## config.mk

```make
export PLATFORM = sky130hd
export DESIGN_NAME = tree_controller
export DESIGN_NICKNAME = d
export VERILOG_FILES = /design/src/tree_ctrl_pkg.sv /design/src/tree_controller.sv
export VERILOG_INCLUDE_DIRS = /design/src
export SDC_FILE = /design/constraint.sdc
export NUM_CORES = 1
export LEC_CHECK = 0
export ABC_AREA = 1
export BUFFER_PORTS_ARGS = -buffer_cell sky130_fd_sc_hd__buf_2
export CAP_MARGIN = 30
export CELL_PAD_IN_SITES_DETAIL_PLACEMENT = 0
export CELL_PAD_IN_SITES_GLOBAL_PLACEMENT = 2
export CORE_AREA = 2 2 39 41
export CTS_BUF_LIST = sky130_fd_sc_hd__clkbuf_8
export DETAILED_ROUTE_END_ITERATION = 6
export DIE_AREA = 0 0 41 43
export PLACE_DENSITY_LB_ADDON = 0.1
export SYNTH_ARGS = -nofsm -noshare
export SYNTH_HDL_FRONTEND = slang
export SYNTH_SLANG_ARGS = --single-unit
export TNS_END_PERCENT = 10
```

## constraint.sdc

```tcl
create_clock -name clk_i -period 1.5 [get_ports clk_i]
set_clock_uncertainty 0.1 [all_clocks]
set_input_delay 0.075 -clock clk_i [delete_from_list [all_inputs] [get_ports clk_i]]
set_output_delay 0.075 -clock clk_i [all_outputs]
set_load 0.05 [all_outputs]
```

## src/fifo_tree_consts.svh

```systemverilog
// clause tree sizing macros: clause width and count, lanes, group size, buffer depth
`ifndef FIFO_TREE_CONSTS_SVH
`define FIFO_TREE_CONSTS_SVH

// bits per clause word
`define CT_CLAUSE_WIDTH 36

// clause slots in one load vector
`define CT_CLAUSE_COUNT 20

// leaf lanes at level 0
`define CT_LANE_COUNT 4

// slots owned by each lane, lane k has 5k to 5k+4
`define CT_GROUP_SIZE 5

// entries in every buffer of the tree
`define CT_BUFFER_DEPTH 32
`define CT_ADDR_WIDTH $clog2(`CT_BUFFER_DEPTH)

`endif

```

## src/tree_ctrl_pkg.sv

```systemverilog
// load sequencer state encoding and slot index type
`include "fifo_tree_consts.svh"

package tree_ctrl_pkg;

    // idle, or stepping through the five slots of a load
    typedef enum logic {
        LOAD_IDLE = 1'b0,
        LOAD_RUN  = 1'b1
    } load_state_t;

    // slot within a lane group, 0 to 4
    typedef logic [$clog2(`CT_GROUP_SIZE)-1:0] slot_idx_t;

endpackage
```

## src/tree_controller.sv

```systemverilog
// load sequencer FSM with slot counter and sticky overflow flag
`timescale 1ns/10ps
`include "fifo_tree_consts.svh"

module tree_controller (
    input  logic                     clk_i,
    input  logic                     rst_i,
    input  logic                     wr_en_i,
    input  logic                     clear_ovf_i,
    // bit 0 leaf, bits 1 and 2 level-1 merges, bit 3 level-2 merge
    input  logic [3:0]               ovf_pulse_i,
    output logic                     load_active_o,
    output tree_ctrl_pkg::slot_idx_t load_slot_o,
    output logic                     overflow_o
);

    localparam tree_ctrl_pkg::slot_idx_t LAST_SLOT =
        tree_ctrl_pkg::slot_idx_t'(`CT_GROUP_SIZE - 1);

    tree_ctrl_pkg::load_state_t state_q;
    // slot to present on the next RUN cycle
    tree_ctrl_pkg::slot_idx_t   slot_q;

    // slot 0 goes out in the strobe cycle itself
    assign load_active_o = wr_en_i | (state_q == tree_ctrl_pkg::LOAD_RUN);
    assign load_slot_o   = wr_en_i ? '0 : slot_q;

    // five-cycle load sequence
    always_ff @(posedge clk_i) begin
        if (rst_i) begin
            state_q <= tree_ctrl_pkg::LOAD_IDLE;
            slot_q  <= '0;
        end else if (wr_en_i) begin
            // a strobe mid-load restarts from slot 0, so slot 1 is next
            state_q <= tree_ctrl_pkg::LOAD_RUN;
            slot_q  <= tree_ctrl_pkg::slot_idx_t'(1);
        end else begin
            case (state_q)
                tree_ctrl_pkg::LOAD_RUN: begin
                    if (slot_q == LAST_SLOT) begin
                        state_q <= tree_ctrl_pkg::LOAD_IDLE;
                        slot_q  <= '0;
                    end else begin
                        slot_q <= slot_q + 1'b1;
                    end
                end
                default: begin
                    slot_q <= '0;
                end
            endcase
        end
    end

    // sticky overflow, clear beats a pulse in the same cycle
    always_ff @(posedge clk_i) begin
        if (rst_i || clear_ovf_i) begin
            overflow_o <= 1'b0;
        end else begin
            overflow_o <= overflow_o | (|ovf_pulse_i);
        end
    end

endmodule

```

; Word level (Yosys, flattened, before mapping)
; Index checks and enable logic that the tools add are counted.
[totals]
elab_cells = 19
ff_bits = 5
input_bits = 8
out_inout_bits = 5
[classes]
reduce_logical = 3
n_mux = 7
eq_ne = 1
addsub = 1
bitwise_logic = 3
[op_table]
columns = op, count
row1 = OR reduction 4 bit, 2
row2 = two-way mux 1 bit, 6
row3 = adder 3 x 1 -> 3 bit (second input constant), 1
row4 = equality test 3 bit (second input constant), 1
row5 = two-way mux 3 bit, 1
row6 = OR 1 bit, 2
row7 = logical OR 1 bit, 1
row8 = NOT 1 bit, 1

; Longest topological paths before layout
[depth]
word_depth = 4
ltp_mapped = 5
depth_no_buf = 5

; Least setup slack after synthesis
; Ideal clock, no wire load.
[synth_timing]
kind = reg-to-output
startpoint = register slot_q[2]
endpoint = output load_slot_o[2]
stages_incl_launch_ff = 3
setup_slack_ns = 0.300
required_ns = 1.325
n_path_buf = 0
arrival_ns = 1.025
cell_sequence = dfxtp_1 > inv_1 > nor2_1
[synth_via]
elab_chain_cells = 1
[synth_rtl]
columns = element, line_no
row1 = "start, declared", tree_controller.sv:22  ; tree_ctrl_pkg::slot_idx_t slot_q;
row2 = "start signal, assigned", tree_controller.sv:36  ; slot_q <= tree_ctrl_pkg::slot_idx_t'(1);
row3 = "start signal, assigned", tree_controller.sv:44  ; slot_q <= slot_q + 1'b1;
row4 = two-way mux 3 bit, tree_controller.sv:26  ; assign load_slot_o = wr_en_i ? '0 : slot_q;
row5 = "end, declared", tree_controller.sv:13  ; output tree_ctrl_pkg::slot_idx_t load_slot_o,
; Every way passes these cells.

; Worst setup path in the final report
; Same ends and word-level chain as after synthesis.

==> results.md <==
- Die height: 43 um
- Routed vias: 249
- DP HPWL: 458 um
- Initial DRC count: 0
- Reg2reg end: slot_q[1]$_SDFF_PP0_
- Most Crowded Layer GR: met2
- Post-synth top cells: nor2_1, inv_1, dfxtp_1
- DR pass1 iterations: 1
- Sequential share of the synthesized area: 42.3%
- Max-capacitance violation count: 0
- Final setup viols: 0
- Final Cycle Share: 76.5%
- Die W: 41 um
- Static Leak: 0.000199 uW
- Core Rows: 14
- CTS tree: yes
- RSZ-0062 raised after global routing: false
- Grt ovf: 0
- FFs w/ async S/R, synth: 0%
- Rel. slew slack: 83.4%
- TNS Setup: 0 ns
- Synthesized net count: 42
- Crit path largest cell delay: 0.36 ns
- R2r setup slk: 0.45 ns
- Post-Synthesis Cells: 32
- Overall power: 449 uW
- Worst EP arrival: 0.97 ns
- GRT Overall Usage: 8.02%
- Synth area leaders: dfxtp_1, nor2_1, ha_1
- Most frequent cell after synthesis: nor2_1
- Routed WL per cell: 8.65 um
- Routed wire length: 571 um
- Layout cell share with drive strength beyond 1: 32.0%
- Synth area leader: dfxtp_1
- Pin count of the biggest net entering global routing: 6
- Least-Margin Pin Slew: 0.250 ns
- CP max stage cell: dfxtp_1
- Synth warn: 0
- Worst endpoint required time: 1.32 ns
- Placer Congestion: 0.739
- Area delta synth->final: 61.4%
- Mapped cell area: 236 um^2
- Global-route track usage on met3: 4.71%
- Initial antenna violation count: 0
- Worst hold stages: 5
- Die area: 1760 um^2
- Ys flop type: dfxtp_1
- Post-synth EDFFs: 0
- CP cell instances: inv_1, nor2_1, buf_2
- Placement Setup Slack: 0.433 ns
- Status: completed
- Fmax: 0.872 GHz
- Hold Crit Class: primary input to flop
- Initial Util: 17.1%
- CTS sink count: 5
- Worst setup margin: 0.353 ns
- First-pass GRT wire length: 883 um
- N_diodes: 0
- Total core area: 1380 um^2
- Buffers added on ports: 12
- RR Startpoint: slot_q[0]$_SDFF_PP0_
- Pwr/cell area: 1180 nW/um^2
- Synth unique cells: 12
- Vias per inst: 3.77
- Crit. End Element: output pin
- # DRC: 0
- Total number of H-tree levels: 1
- Met2 usage: 10.3%
- Vias in the first global route: 229
- Largest fanout on the critical path: 3
- Clk buf depth: 2
- Nets: 61
- VDD IR max: 0.000624 V
- Syn_area_per_cell: 7.39 um^2
- Worst-path clk slew: 0.04 ns
- Layout fillers: 165
- I/O pins: 13
- CP Class: flop to output pin
- Total CTS buffers: 3
- Clock Latency Late Sink: 0.22 ns
- Clock root cell: clkbuf_8
- Slew Limit Fails: 0
- Worst setup SP type: flop
- FF+latch count, synth: 5
- Min cycle time layout: 1.15 ns
- CP endpoint: load_slot_o[2]
- Met1 Track Usage GR: 9.29%
- Final Hold Violating Endpoints: 0
- Synth top area share: 42.3%
- Final ANT Viol Nets: 0
- PostCTS Resize Cnt: 0
- Setup crit start: slot_q[2]$_SDFF_PP0_
- FF-to-FF path depth: 5
==> sequential cells by signal, indices dropped and copies added (netlist names) <==
signal,cells
overflow_o,1
slot_q,3
state_q,1
==> per-layer routing <==
metal	wire, um	vias up
li1	-	131
met1	253	105
met2	234	11
met3	62	2
met4	21	0
met5	0	-
==> through the flow <==
stage / cell area, um^2 / utilization (%) / cells / hold WS [ns]
detailed placement: 317 / 22.9 / 60 / 0.196
global placement: 317 / 22.9 / 60 / 0.187
global route: 382 / 27.6 / 66 / 0.0851
floorplan: 236 / - / 32 / 0.0441
finish: 382 / 27.6 / 66 / 0.0436
CTS: 382 / 27.6 / 66 / 0.0458
==> worst min path at each step <==
stage              startpoint               endpoint  slack (ns)
5_1_grt        ovf_pulse_i[0]  overflow_o$_SDFF_PP0_        0.09
6_report       ovf_pulse_i[0]  overflow_o$_SDFF_PP0_        0.04
3_3_place_gp            rst_i     state_q$_SDFF_PP0_        0.19
3_5_place_dp            rst_i     state_q$_SDFF_PP0_        0.20
4_1_cts        ovf_pulse_i[0]  overflow_o$_SDFF_PP0_        0.05
2_1_floorplan           rst_i   slot_q[0]$_SDFF_PP0_        0.04
==> cells by family (layout without fill, tap and decap cells) <==
| kind of cell | Yosys count | in the layout | synth area share (%) |
|---|---|---|---|
| and+or+nand+nor | 15 | 15 | 28.0 |
| buffers and inverters | 7 | 25 | 11.1 |
| DFF | 5 | 5 | 42.3 |
| adders and majority gates | 2 | 2 | 10.6 |
| AOI/OAI and AO/OA | 2 | 2 | 4.23 |
| xor gates and xnor gates | 1 | 1 | 3.70 |
==> cells in the final DEF, fill, tap and decap left out, drive strengths merged <==
cell type / Yosys / layout
buf: 0 / 12
nor2: 8 / 8
inv: 7 / 8
dfxtp: 5 / 5
nand2: 3 / 3
clkbuf: 0 / 3
a21oi: 2 / 2
ha: 2 / 2
dlygate4sd3: 0 / 2
or2: 1 / 1
xnor2: 1 / 1
nand4: 1 / 1
nand3b: 1 / 1
nand3: 1 / 1
==> worst max-delay path, delay by kind of cell, from the launching register on <==
family,cells,cell delay [ns]
and+or+nand+nor,1,0.07
buffers and inverters,2,0.31
DFF,1,0.36
==> power by group <==
group	leakage, uW	total, uW	internal, uW	switching (uW)
clock	0.0000269	249	176	72.8
sequential	0.0000412	143	140	3.24
combinational	0.000131	57.1	21.5	35.6
==> timing repair <==
| item | in CTS | in global routing |
|---|---|---|
| hold buffers | 2 | 0 |
| buffers inserted | 0 | 0 |
| hold endpoints to repair | 3 | 0 |
==> layout make-up <==
cell class              instances  area [um^2]  area share [%]
multi-input cells              20          110            28.9
clock buffers                   3         41.3            10.8
clock inverters                 1         3.75           0.984
repair buffers                 14         80.1            21.0
flip-flops and latches          5          100            26.2
inverters                       7         26.3            6.89
well taps                      16         20.0            5.25
Power figures use the tool's default switching activity.
