**config.mk**
```make
export PLATFORM = sky130hd
export DESIGN_NAME = merge_stage
export DESIGN_NICKNAME = d
export VERILOG_FILES = /design/src/clause_pkg.sv /design/src/clause_buffer.sv /design/src/merge_stage.sv
export VERILOG_INCLUDE_DIRS = /design/src
export SDC_FILE = /design/constraint.sdc
export NUM_CORES = 1
export LEC_CHECK = 0
export ABC_AREA = 1
export BUFFER_PORTS_ARGS = -buffer_cell sky130_fd_sc_hd__buf_2
export CAP_MARGIN = 20
export CORE_MARGIN = 8
export CORE_UTILIZATION = 35
export CTS_BUF_LIST = sky130_fd_sc_hd__clkbuf_4 sky130_fd_sc_hd__clkbuf_8
export DETAILED_ROUTE_END_ITERATION = 10
export GPL_ROUTABILITY_DRIVEN = 0
export SLEW_MARGIN = 20
export SYNTH_ARGS = -nofsm -noshare
export SYNTH_HDL_FRONTEND = slang
export SYNTH_SLANG_ARGS = --single-unit
```
**constraint.sdc**
```tcl
create_clock -name clk_i -period 11 [get_ports clk_i]
set_input_delay 0.55 -clock clk_i [delete_from_list [all_inputs] [get_ports clk_i]]
set_output_delay 0.55 -clock clk_i [all_outputs]
set_load 0.02 [all_outputs]
```
**src/fifo_tree_consts.svh**
```systemverilog
// clause tree sizing macros: clause width and count, lanes, group size, buffer depth
`ifndef FIFO_TREE_CONSTS_SVH
`define FIFO_TREE_CONSTS_SVH

// bits per clause word
`define CT_CLAUSE_WIDTH 36

// clause slots in one load vector
`define CT_CLAUSE_COUNT 20

// leaf lanes at level 0
`define CT_LANE_COUNT 4

// slots owned by each lane, lane k has 5k to 5k+4
`define CT_GROUP_SIZE 5

// entries in every buffer of the tree
`define CT_BUFFER_DEPTH 32
`define CT_ADDR_WIDTH $clog2(`CT_BUFFER_DEPTH)

`endif

```
**src/clause_pkg.sv**
```systemverilog
// clause word, load vector and per-lane data types
`include "fifo_tree_consts.svh"

package clause_pkg;

    // one clause as seen by the solver
    typedef logic [`CT_CLAUSE_WIDTH-1:0] clause_t;

    // whole load vector, slot n at word n
    typedef clause_t [`CT_CLAUSE_COUNT-1:0] clause_vec_t;

    // one word per leaf lane
    typedef clause_t [`CT_LANE_COUNT-1:0] lane_data_t;

endpackage

```
**src/clause_buffer.sv**
```systemverilog
// circular FIFO with registered read data and empty/full flags
`timescale 1ns/10ps

module clause_buffer #(
    parameter int DATA_WIDTH = 36,
    parameter int ADDR_WIDTH = 5
) (
    input  logic                  clk_i,
    input  logic                  rst_i,
    input  logic [DATA_WIDTH-1:0] data_i,
    input  logic                  wr_en_i,
    input  logic                  rd_en_i,
    output logic [DATA_WIDTH-1:0] data_o,
    output logic                  empty_o,
    output logic                  full_o
);

    localparam int DEPTH = 1 << ADDR_WIDTH;

    logic [DATA_WIDTH-1:0] mem [DEPTH];
    logic [ADDR_WIDTH-1:0] wr_ptr;
    logic [ADDR_WIDTH-1:0] rd_ptr;
    // one extra bit so a full buffer is distinct from an empty one
    logic [ADDR_WIDTH:0]   count;
    logic                  do_wr;
    logic                  do_rd;

    // writes into a full buffer and reads from an empty one are dropped
    assign do_wr = wr_en_i & ~full_o;
    assign do_rd = rd_en_i & ~empty_o;

    assign empty_o = (count == '0);
    // count reaches DEPTH only when the top bit is set
    assign full_o  = count[ADDR_WIDTH];

    // storage and read port
    always_ff @(posedge clk_i) begin
        if (do_wr) begin
            mem[wr_ptr] <= data_i;
        end
        // data_o holds its last word when nothing is read
        if (do_rd) begin
            data_o <= mem[rd_ptr];
        end
    end

    // pointers wrap naturally at DEPTH
    always_ff @(posedge clk_i) begin
        if (rst_i) begin
            wr_ptr <= '0;
            rd_ptr <= '0;
            count  <= '0;
        end else begin
            if (do_wr) begin
                wr_ptr <= wr_ptr + 1'b1;
            end
            if (do_rd) begin
                rd_ptr <= rd_ptr + 1'b1;
            end
            // simultaneous read and write leaves occupancy unchanged
            case ({do_wr, do_rd})
                2'b10:   count <= count + 1'b1;
                2'b01:   count <= count - 1'b1;
                default: count <= count;
            endcase
        end
    end

endmodule

```
**src/merge_stage.sv**
```systemverilog
// two-into-one merge with alternating preference and a downstream buffer
`timescale 1ns/10ps
`include "fifo_tree_consts.svh"

module merge_stage (
    input  logic                      clk_i,
    input  logic                      rst_i,
    input  clause_pkg::clause_t [1:0] up_data_i,
    input  logic [1:0]                up_empty_i,
    output logic [1:0]                up_rd_o,
    input  logic                      rd_en_i,
    output clause_pkg::clause_t       data_o,
    output logic                      empty_o,
    output logic                      ovf_o
);

    // input currently favored
    logic                pref_q;
    // which input was read last cycle
    logic                src_q;
    // upstream read last cycle, data arrives now
    logic                wr_q;
    logic                full;
    clause_pkg::clause_t merge_din;

    // preferred input if it has data, else the other one
    // never both in the same cycle
    assign up_rd_o[0] = ~up_empty_i[0] & (~pref_q | up_empty_i[1]);
    assign up_rd_o[1] = ~up_empty_i[1] & (pref_q | up_empty_i[0]);

    // upstream data_o is registered, so pick by the delayed source
    assign merge_din = up_data_i[src_q];

    assign ovf_o = wr_q & full;

    always_ff @(posedge clk_i) begin
        if (rst_i) begin
            pref_q <= 1'b0;
            src_q  <= 1'b0;
            wr_q   <= 1'b0;
        end else begin
            // flip only when the favored side actually had data
            pref_q <= pref_q ^ ~up_empty_i[pref_q];
            src_q  <= up_rd_o[1];
            wr_q   <= |up_rd_o;
        end
    end

    clause_buffer #(
        .DATA_WIDTH(`CT_CLAUSE_WIDTH),
        .ADDR_WIDTH(`CT_ADDR_WIDTH)
    ) u_merge_buf (
        .clk_i  (clk_i),
        .rst_i  (rst_i),
        .data_i (merge_din),
        .wr_en_i(wr_q),
        .rd_en_i(rd_en_i),
        .data_o (data_o),
        .empty_o(empty_o),
        .full_o (full)
    );

endmodule

```
# Word level (Yosys, flattened, before mapping)
# Memory sizes are Yosys's and may differ from the RTL's. A register that Yosys moved wholly into a read port is not among the register bits.
# Cells that the tools add are included.
# word_totals
out_inout_bits,40
inputBits,77
wordCells,39
register_bits,19
mem_count,1
ramBits,1152
# op_classes
n_bitwise,14
muxes,7
magnitude_cmp,2
n_reduce_logical,3
n_eq_ne,2
n_addsub,4
# memory_table
name,depth,width,read_ports,rd_clocked_by_memory_dff,wr,line_no,source
u_merge_buf.mem,32,36,1,1,1,clause_buffer.sv:20,logic [DATA_WIDTH-1:0] mem [DEPTH];
# ops
operator,count
two-way mux 36 bit,2
one-hot mux 6 bit (2 select lines),1
adder 5 x 1 -> 5 bit (second input constant),2
adder 6 x 1 -> 6 bit (second input constant),1
zero test 6 bit,1
NOT 1 bit,6
subtractor 6 x 1 -> 6 bit (second input constant),1
bitwise AND 1 bit,5
less-than comparator 1 x 2 -> 1 bit (second input constant),2
two-way mux 1 bit,4
equality test 2 x 1 -> 1 bit (second input constant),1
equality test 2 bit (second input constant),1
OR 1 bit,2
nonzero test 2 bit,1
OR reduction 2 bit,1
XOR 1 bit,1

# Depth between registers and ports, before layout
# depth
depth_word,5
mapped_depth,14
mapped_depth_nobuf,14

# Cells and area by module
# Synthesis repeated with hierarchy kept, for this count alone.
# unflattened
hier_cells,4755
hier_area_um2,51199.1
# modules_own_cells
mod,seq_area_each_um2,area_each_um2,cells_each,n_inst
clause_buffer,35994.5,50448.4,4622,1
merge_stage,60.1,750.7,133,1

# Worst setup path after synthesis
# Ideal clock, no wire load.
# synth_path
path_kind,reg-to-reg
startpoint,register u_merge_buf.wr_ptr[2]
endpoint,"memory u_merge_buf.mem[15][0], enable pin"
setup_time_ns,0.474
required_ns,10.526
n_path_buf,1
stages_incl_launch_ff,4
slack_ns,7.359
period_less_slack_ns,3.641
arrival_ns,3.167
path_cell_list,dfxtp_1 > clkbuf_1 > nand3_1 > nor3_1
# synth_rtl
item,line_no,source
start: declaration,clause_buffer.sv:21,logic [ADDR_WIDTH-1:0] wr_ptr;
start signal: assignment,clause_buffer.sv:55,wr_ptr <= wr_ptr + 1'b1;
end: declaration,clause_buffer.sv:20,
# Straight into the memory's write port.

==> metrics.csv <==
stage,metric,value,unit
job,number of violations of the max-capacitance limit,0,
detailed_routing,drt via density,4.95,
clock_tree,Inserted Clock Buffers,185,
global_routing,vias in the first global route,33000,
placement,half-perimeter wire length after detailed placement,69600,um
critical_path,minimum setup slack among reg-to-reg paths,6.86,ns
placement,Port Buffer Count,116,
synthesis,number of unique standard cell types used by synthesis,27,
timing,Slew Limit Headroom,0.213,
run_status,run status,completed,
global_routing,gr ovfl total,0,
die,Die Height,398,um
synthesis,Post-Synth XOR/XNOR Area,0.00103,
global_routing,initial antenna violation count,4,
critical_path,slowest stage cell on the critical path,sky130_fd_sc_hd__buf_4,
global_routing,Most Crowded Layer GR,met2,
global_routing,global-route wire length before repair,214000,um
clock_tree,CTS tree,done,
detailed_routing,final routed wire length divided by cell count,21.4,um
clock_tree,CTS root buf,sky130_fd_sc_hd__clkbuf_8,
layout,layout-stage area growth over the synthesis result,12.0,%
global_routing,largest net degree at the start of global routing,227,
critical_path,worst endpoint data arrival time,4.77,ns
critical_path,cells along the critical path,"inv_8, buf_6, buf_4, nand2_1, nand3_1, nand3_1, nand3_1, nand2_1, nand2_1, inv_1",
timing,setup tns final,0,ns
power,highest ir drop seen on vdd,0.000157,V
clock_tree,clock latency at the later pin of the worst-skew pair,0.88,ns
synthesis,number of register bits inferred by synthesis,1207,
detailed_routing,number of vias in the routed layout,34000,
synthesis,adder-cell share of the synthesized area,0.00285,
worst_hold_path,hold wc startpoint,rd_en_i,
layout,"most common cell after layout, fill and taps aside",sky130_fd_sc_hd__nand2_1,
timing,slew of the pin with the lowest slew margin,1.18,ns
clock_tree,number of H-tree branching levels,4,
synthesis,dominant combinational cell family by area after synthesis,simple AND/OR/NAND/NOR gates,
synthesis,area share of and/or/nand/nor cells after synthesis,0.197,
clock_tree,Num Clock Sinks,1207,
timing,post-route setup slack,6.86,ns
worst_hold_path,destination of the worst hold path,u_merge_buf.rd_ptr[1]$_SDFFE_PP0P_,
critical_path,r2r endpoint,u_merge_buf.data_o[6]$_DFFE_PP_,
clock_tree,total setup buffers inserted after CTS,0,
synthesis,syn_area_per_cell,10.9,sq um
placement,placed inst area,53500,sq um
layout,ratio of cells with drive above 1 in the final layout,0.107,
synthesis,number of synthesis warnings,0,
critical_path,Max Fanout on Critical Path,150,
synthesis,post-synthesis instance area,50900,sq um
clock_tree,worst-case clock buffer depth,3,
die,initial core utilization,0.351,
layout,"Design Area, Final",57100,sq um
synthesis,synthesized instance count,4676,
layout,count of filler cells inserted in the layout,14000,
critical_path,required time of the critical path,11.63,ns
synthesis,"Seq/Total Area, Yosys",0.708,
die,std cell rows,140,
synthesis,area fraction in compound gates after synthesis,0.0146,
critical_path,WS Path Type,reg -> reg,
global_routing,global-route usage over all layers,0.181,
critical_path,FF-to-FF Start,u_merge_buf.rd_ptr[0]$_SDFFE_PP0P_,
detailed_routing,antenna-violating nets left,0,
die,die area,158000,sq um
critical_path,Slowest Stage Delay on Critical Path,0.81,ns
clock_tree,clock edge transition at the registers on the reported setup and hold paths,0.06,ns
layout,most frequent cells in the layout,"1614 x sky130_fd_sc_hd__nand2_1, 1188 x sky130_fd_sc_hd__edfxtp_1, 693 x sky130_fd_sc_hd__nand3_1",
timing,Final Cycle Share,0.376,
synthesis,fraction of synthesized area in multiplexers,0.00796,
die,core area,145000,sq um
die,top-level I/O count,117,
detailed_routing,post-detailed-route DRC marker count,0,
timing,total of endpoints with negative setup slack in the final report,0,
timing,final critical delay including setup and external delays,4.14,ns
detailed_routing,Iteration-0 DRC Markers,3744,
layout,number of nets in the finished design,4882,
timing,Clock Skew,0.0365,ns
worst_hold_path,worst hold path type,in -> reg,
critical_path,depth of the worst register-to-register path,10,
timing,setup repair after global routing missed its margin,no,
timing,"Hold Vio Cnt, Final",0,
detailed_routing,post-detailed-routing wire length,147000,um
detailed_routing,Detailed Routing Iterations Pass 1,7,
timing,max-slew violation count,0,
critical_path,capturing element type of the critical path,flip-flop,
synthesis,synthesized netlist net count,4764,
global_routing,met1 Use GR,0.234,
placement,Post-Place Worst Slack,6.63,ns
timing,upper clock frequency limit,242,MHz
worst_hold_path,Worst Hold Depth,3,
global_routing,routing usage on met2,0.295,
die,floorplan die width,398,um
power,Power per Cell Area,197,nW/um^2
global_routing,GRT met3 Usage,0.0471,
power,static leakage power,0.0226,uW
critical_path,category of the worst setup path launch point,flip-flop,
[metal layers]
metal	vias up	share of wire
met4	2	0.033
met5	-	0.0014
met1	16400	0.41
li1	15700	-
met2	1559	0.46
met3	294	0.096
[stage by stage]
stage               hold WS (ns)  std cells   util  power (uW)
floorplan                  0.448       4676      -        7000
global placement           0.457       6517  0.368        7700
detailed placement         0.464       6519  0.369        7720
CTS                        0.108       6857  0.393       11300
global route               0.165       6861  0.394       11700
finish                     0.212       6863  0.394       11200
[logic make-up after synthesis]
kind of cell	Yosys count
adders and majority gates	11
AOI/OAI and AO/OA	130
buffers and inverters	848
and+or+nand+nor	2438
muxes	36
xor gates and xnor gates	6
DFF	1207
[worst max path at each step]
stage	cells past startpoint	from	endpoint	slack [ns]
2_1_floorplan	3	u_merge_buf.wr_ptr[2]$_SDFFE_PP0P_	u_merge_buf.mem[15][0]$_DFFE_PP_	7.36
3_3_place_gp	10	u_merge_buf.rd_ptr[0]$_SDFFE_PP0P_	u_merge_buf.data_o[6]$_DFFE_PP_	6.67
3_5_place_dp	10	u_merge_buf.rd_ptr[0]$_SDFFE_PP0P_	u_merge_buf.data_o[30]$_DFFE_PP_	6.63
4_1_cts	10	u_merge_buf.rd_ptr[0]$_SDFFE_PP0P_	u_merge_buf.data_o[30]$_DFFE_PP_	6.62
5_1_grt	10	u_merge_buf.rd_ptr[0]$_SDFFE_PP0P_	u_merge_buf.data_o[6]$_DFFE_PP_	6.56
6_report	10	u_merge_buf.rd_ptr[0]$_SDFFE_PP0P_	u_merge_buf.data_o[6]$_DFFE_PP_	6.86
[area by class of cell]
cell class	count	area, sq um	share of cell area
timing repair buffer	173	1130	0.0197
clock buffer	240	3020	0.0529
sequential	1207	36100	0.632
antenna	6	15.0	0.000263
inverter	606	2290	0.0402
tap	1917	2400	0.0420
clock inverter	93	528	0.00925
multi-input combinational	2621	11600	0.204
[timing repair]
| item | in CTS | in global routing |
|---|---|---|
| endpoints found under the hold margin | 5 | 0 |
| hold buffers | 5 | 0 |
| endpoints found under the setup margin | 0 | 0 |
| gates resized for setup | 0 | 0 |
[power by group]
part | switching, uW | leakage (uW) | internal [uW]
clock network | 1730 | 0.00188 | 1880
registers | 154 | 0.0109 | 5250
logic | 1620 | 0.00989 | 601
[synthesized netlist by cell type]
| cell | instances | share of area |
|---|---|---|
| sky130_fd_sc_hd__edfxtp_1 | 1188 | 0.70 |
| sky130_fd_sc_hd__nand3_1 | 693 | 0.068 |
| sky130_fd_sc_hd__o211ai_1 | 36 | 0.0053 |
| sky130_fd_sc_hd__o21ai_1 | 1 | 0.000098 |
| sky130_fd_sc_hd__or2_2 | 1 | 0.00012 |
| sky130_fd_sc_hd__dfxtp_1 | 19 | 0.0075 |
| sky130_fd_sc_hd__buf_1 | 23 | 0.0017 |
| sky130_fd_sc_hd__ha_1 | 10 | 0.0025 |
| sky130_fd_sc_hd__a21oi_1 | 83 | 0.0082 |
| sky130_fd_sc_hd__inv_2 | 4 | 0.00029 |
| sky130_fd_sc_hd__nor2_1 | 122 | 0.0090 |
| sky130_fd_sc_hd__mux2_2 | 36 | 0.0080 |
| sky130_fd_sc_hd__buf_2 | 135 | 0.013 |
| sky130_fd_sc_hd__nor3_1 | 4 | 0.00039 |
| sky130_fd_sc_hd__a211oi_1 | 1 | 0.00015 |
| sky130_fd_sc_hd__inv_1 | 602 | 0.044 |
| sky130_fd_sc_hd__a31oi_1 | 1 | 0.00012 |
| sky130_fd_sc_hd__nand3b_1 | 1 | 0.00015 |
| sky130_fd_sc_hd__clkbuf_1 | 48 | 0.0035 |
| sky130_fd_sc_hd__fa_1 | 1 | 0.00039 |
| sky130_fd_sc_hd__xnor2_1 | 1 | 0.00017 |
| sky130_fd_sc_hd__xor2_1 | 5 | 0.00086 |
| sky130_fd_sc_hd__o21ai_0 | 8 | 0.00079 |
| sky130_fd_sc_hd__buf_6 | 6 | 0.0013 |
| sky130_fd_sc_hd__nand2_1 | 1615 | 0.12 |
| sky130_fd_sc_hd__nor3b_1 | 2 | 0.00029 |
| sky130_fd_sc_hd__buf_4 | 30 | 0.0044 |
[state kept, by name, summed over array words and instances (netlist names)]
| register | count |
|---|---|
| pref_q | 1 |
| src_q | 1 |
| wr_q | 1 |
| u_merge_buf.wr_ptr | 5 |
| u_merge_buf.rd_ptr | 5 |
| u_merge_buf.count | 6 |
| u_merge_buf.data_o | 36 |
| u_merge_buf.mem | 1152 |
[worst max-delay path, delay by kind of cell, from the launching register on]
family	cells	cell delay (ns)
buffers and inverters	4	2.40
AND/OR/NAND/NOR	6	0.64
flip-flops	1	0.61
Note: power is estimated with default switching activity, not from simulation.
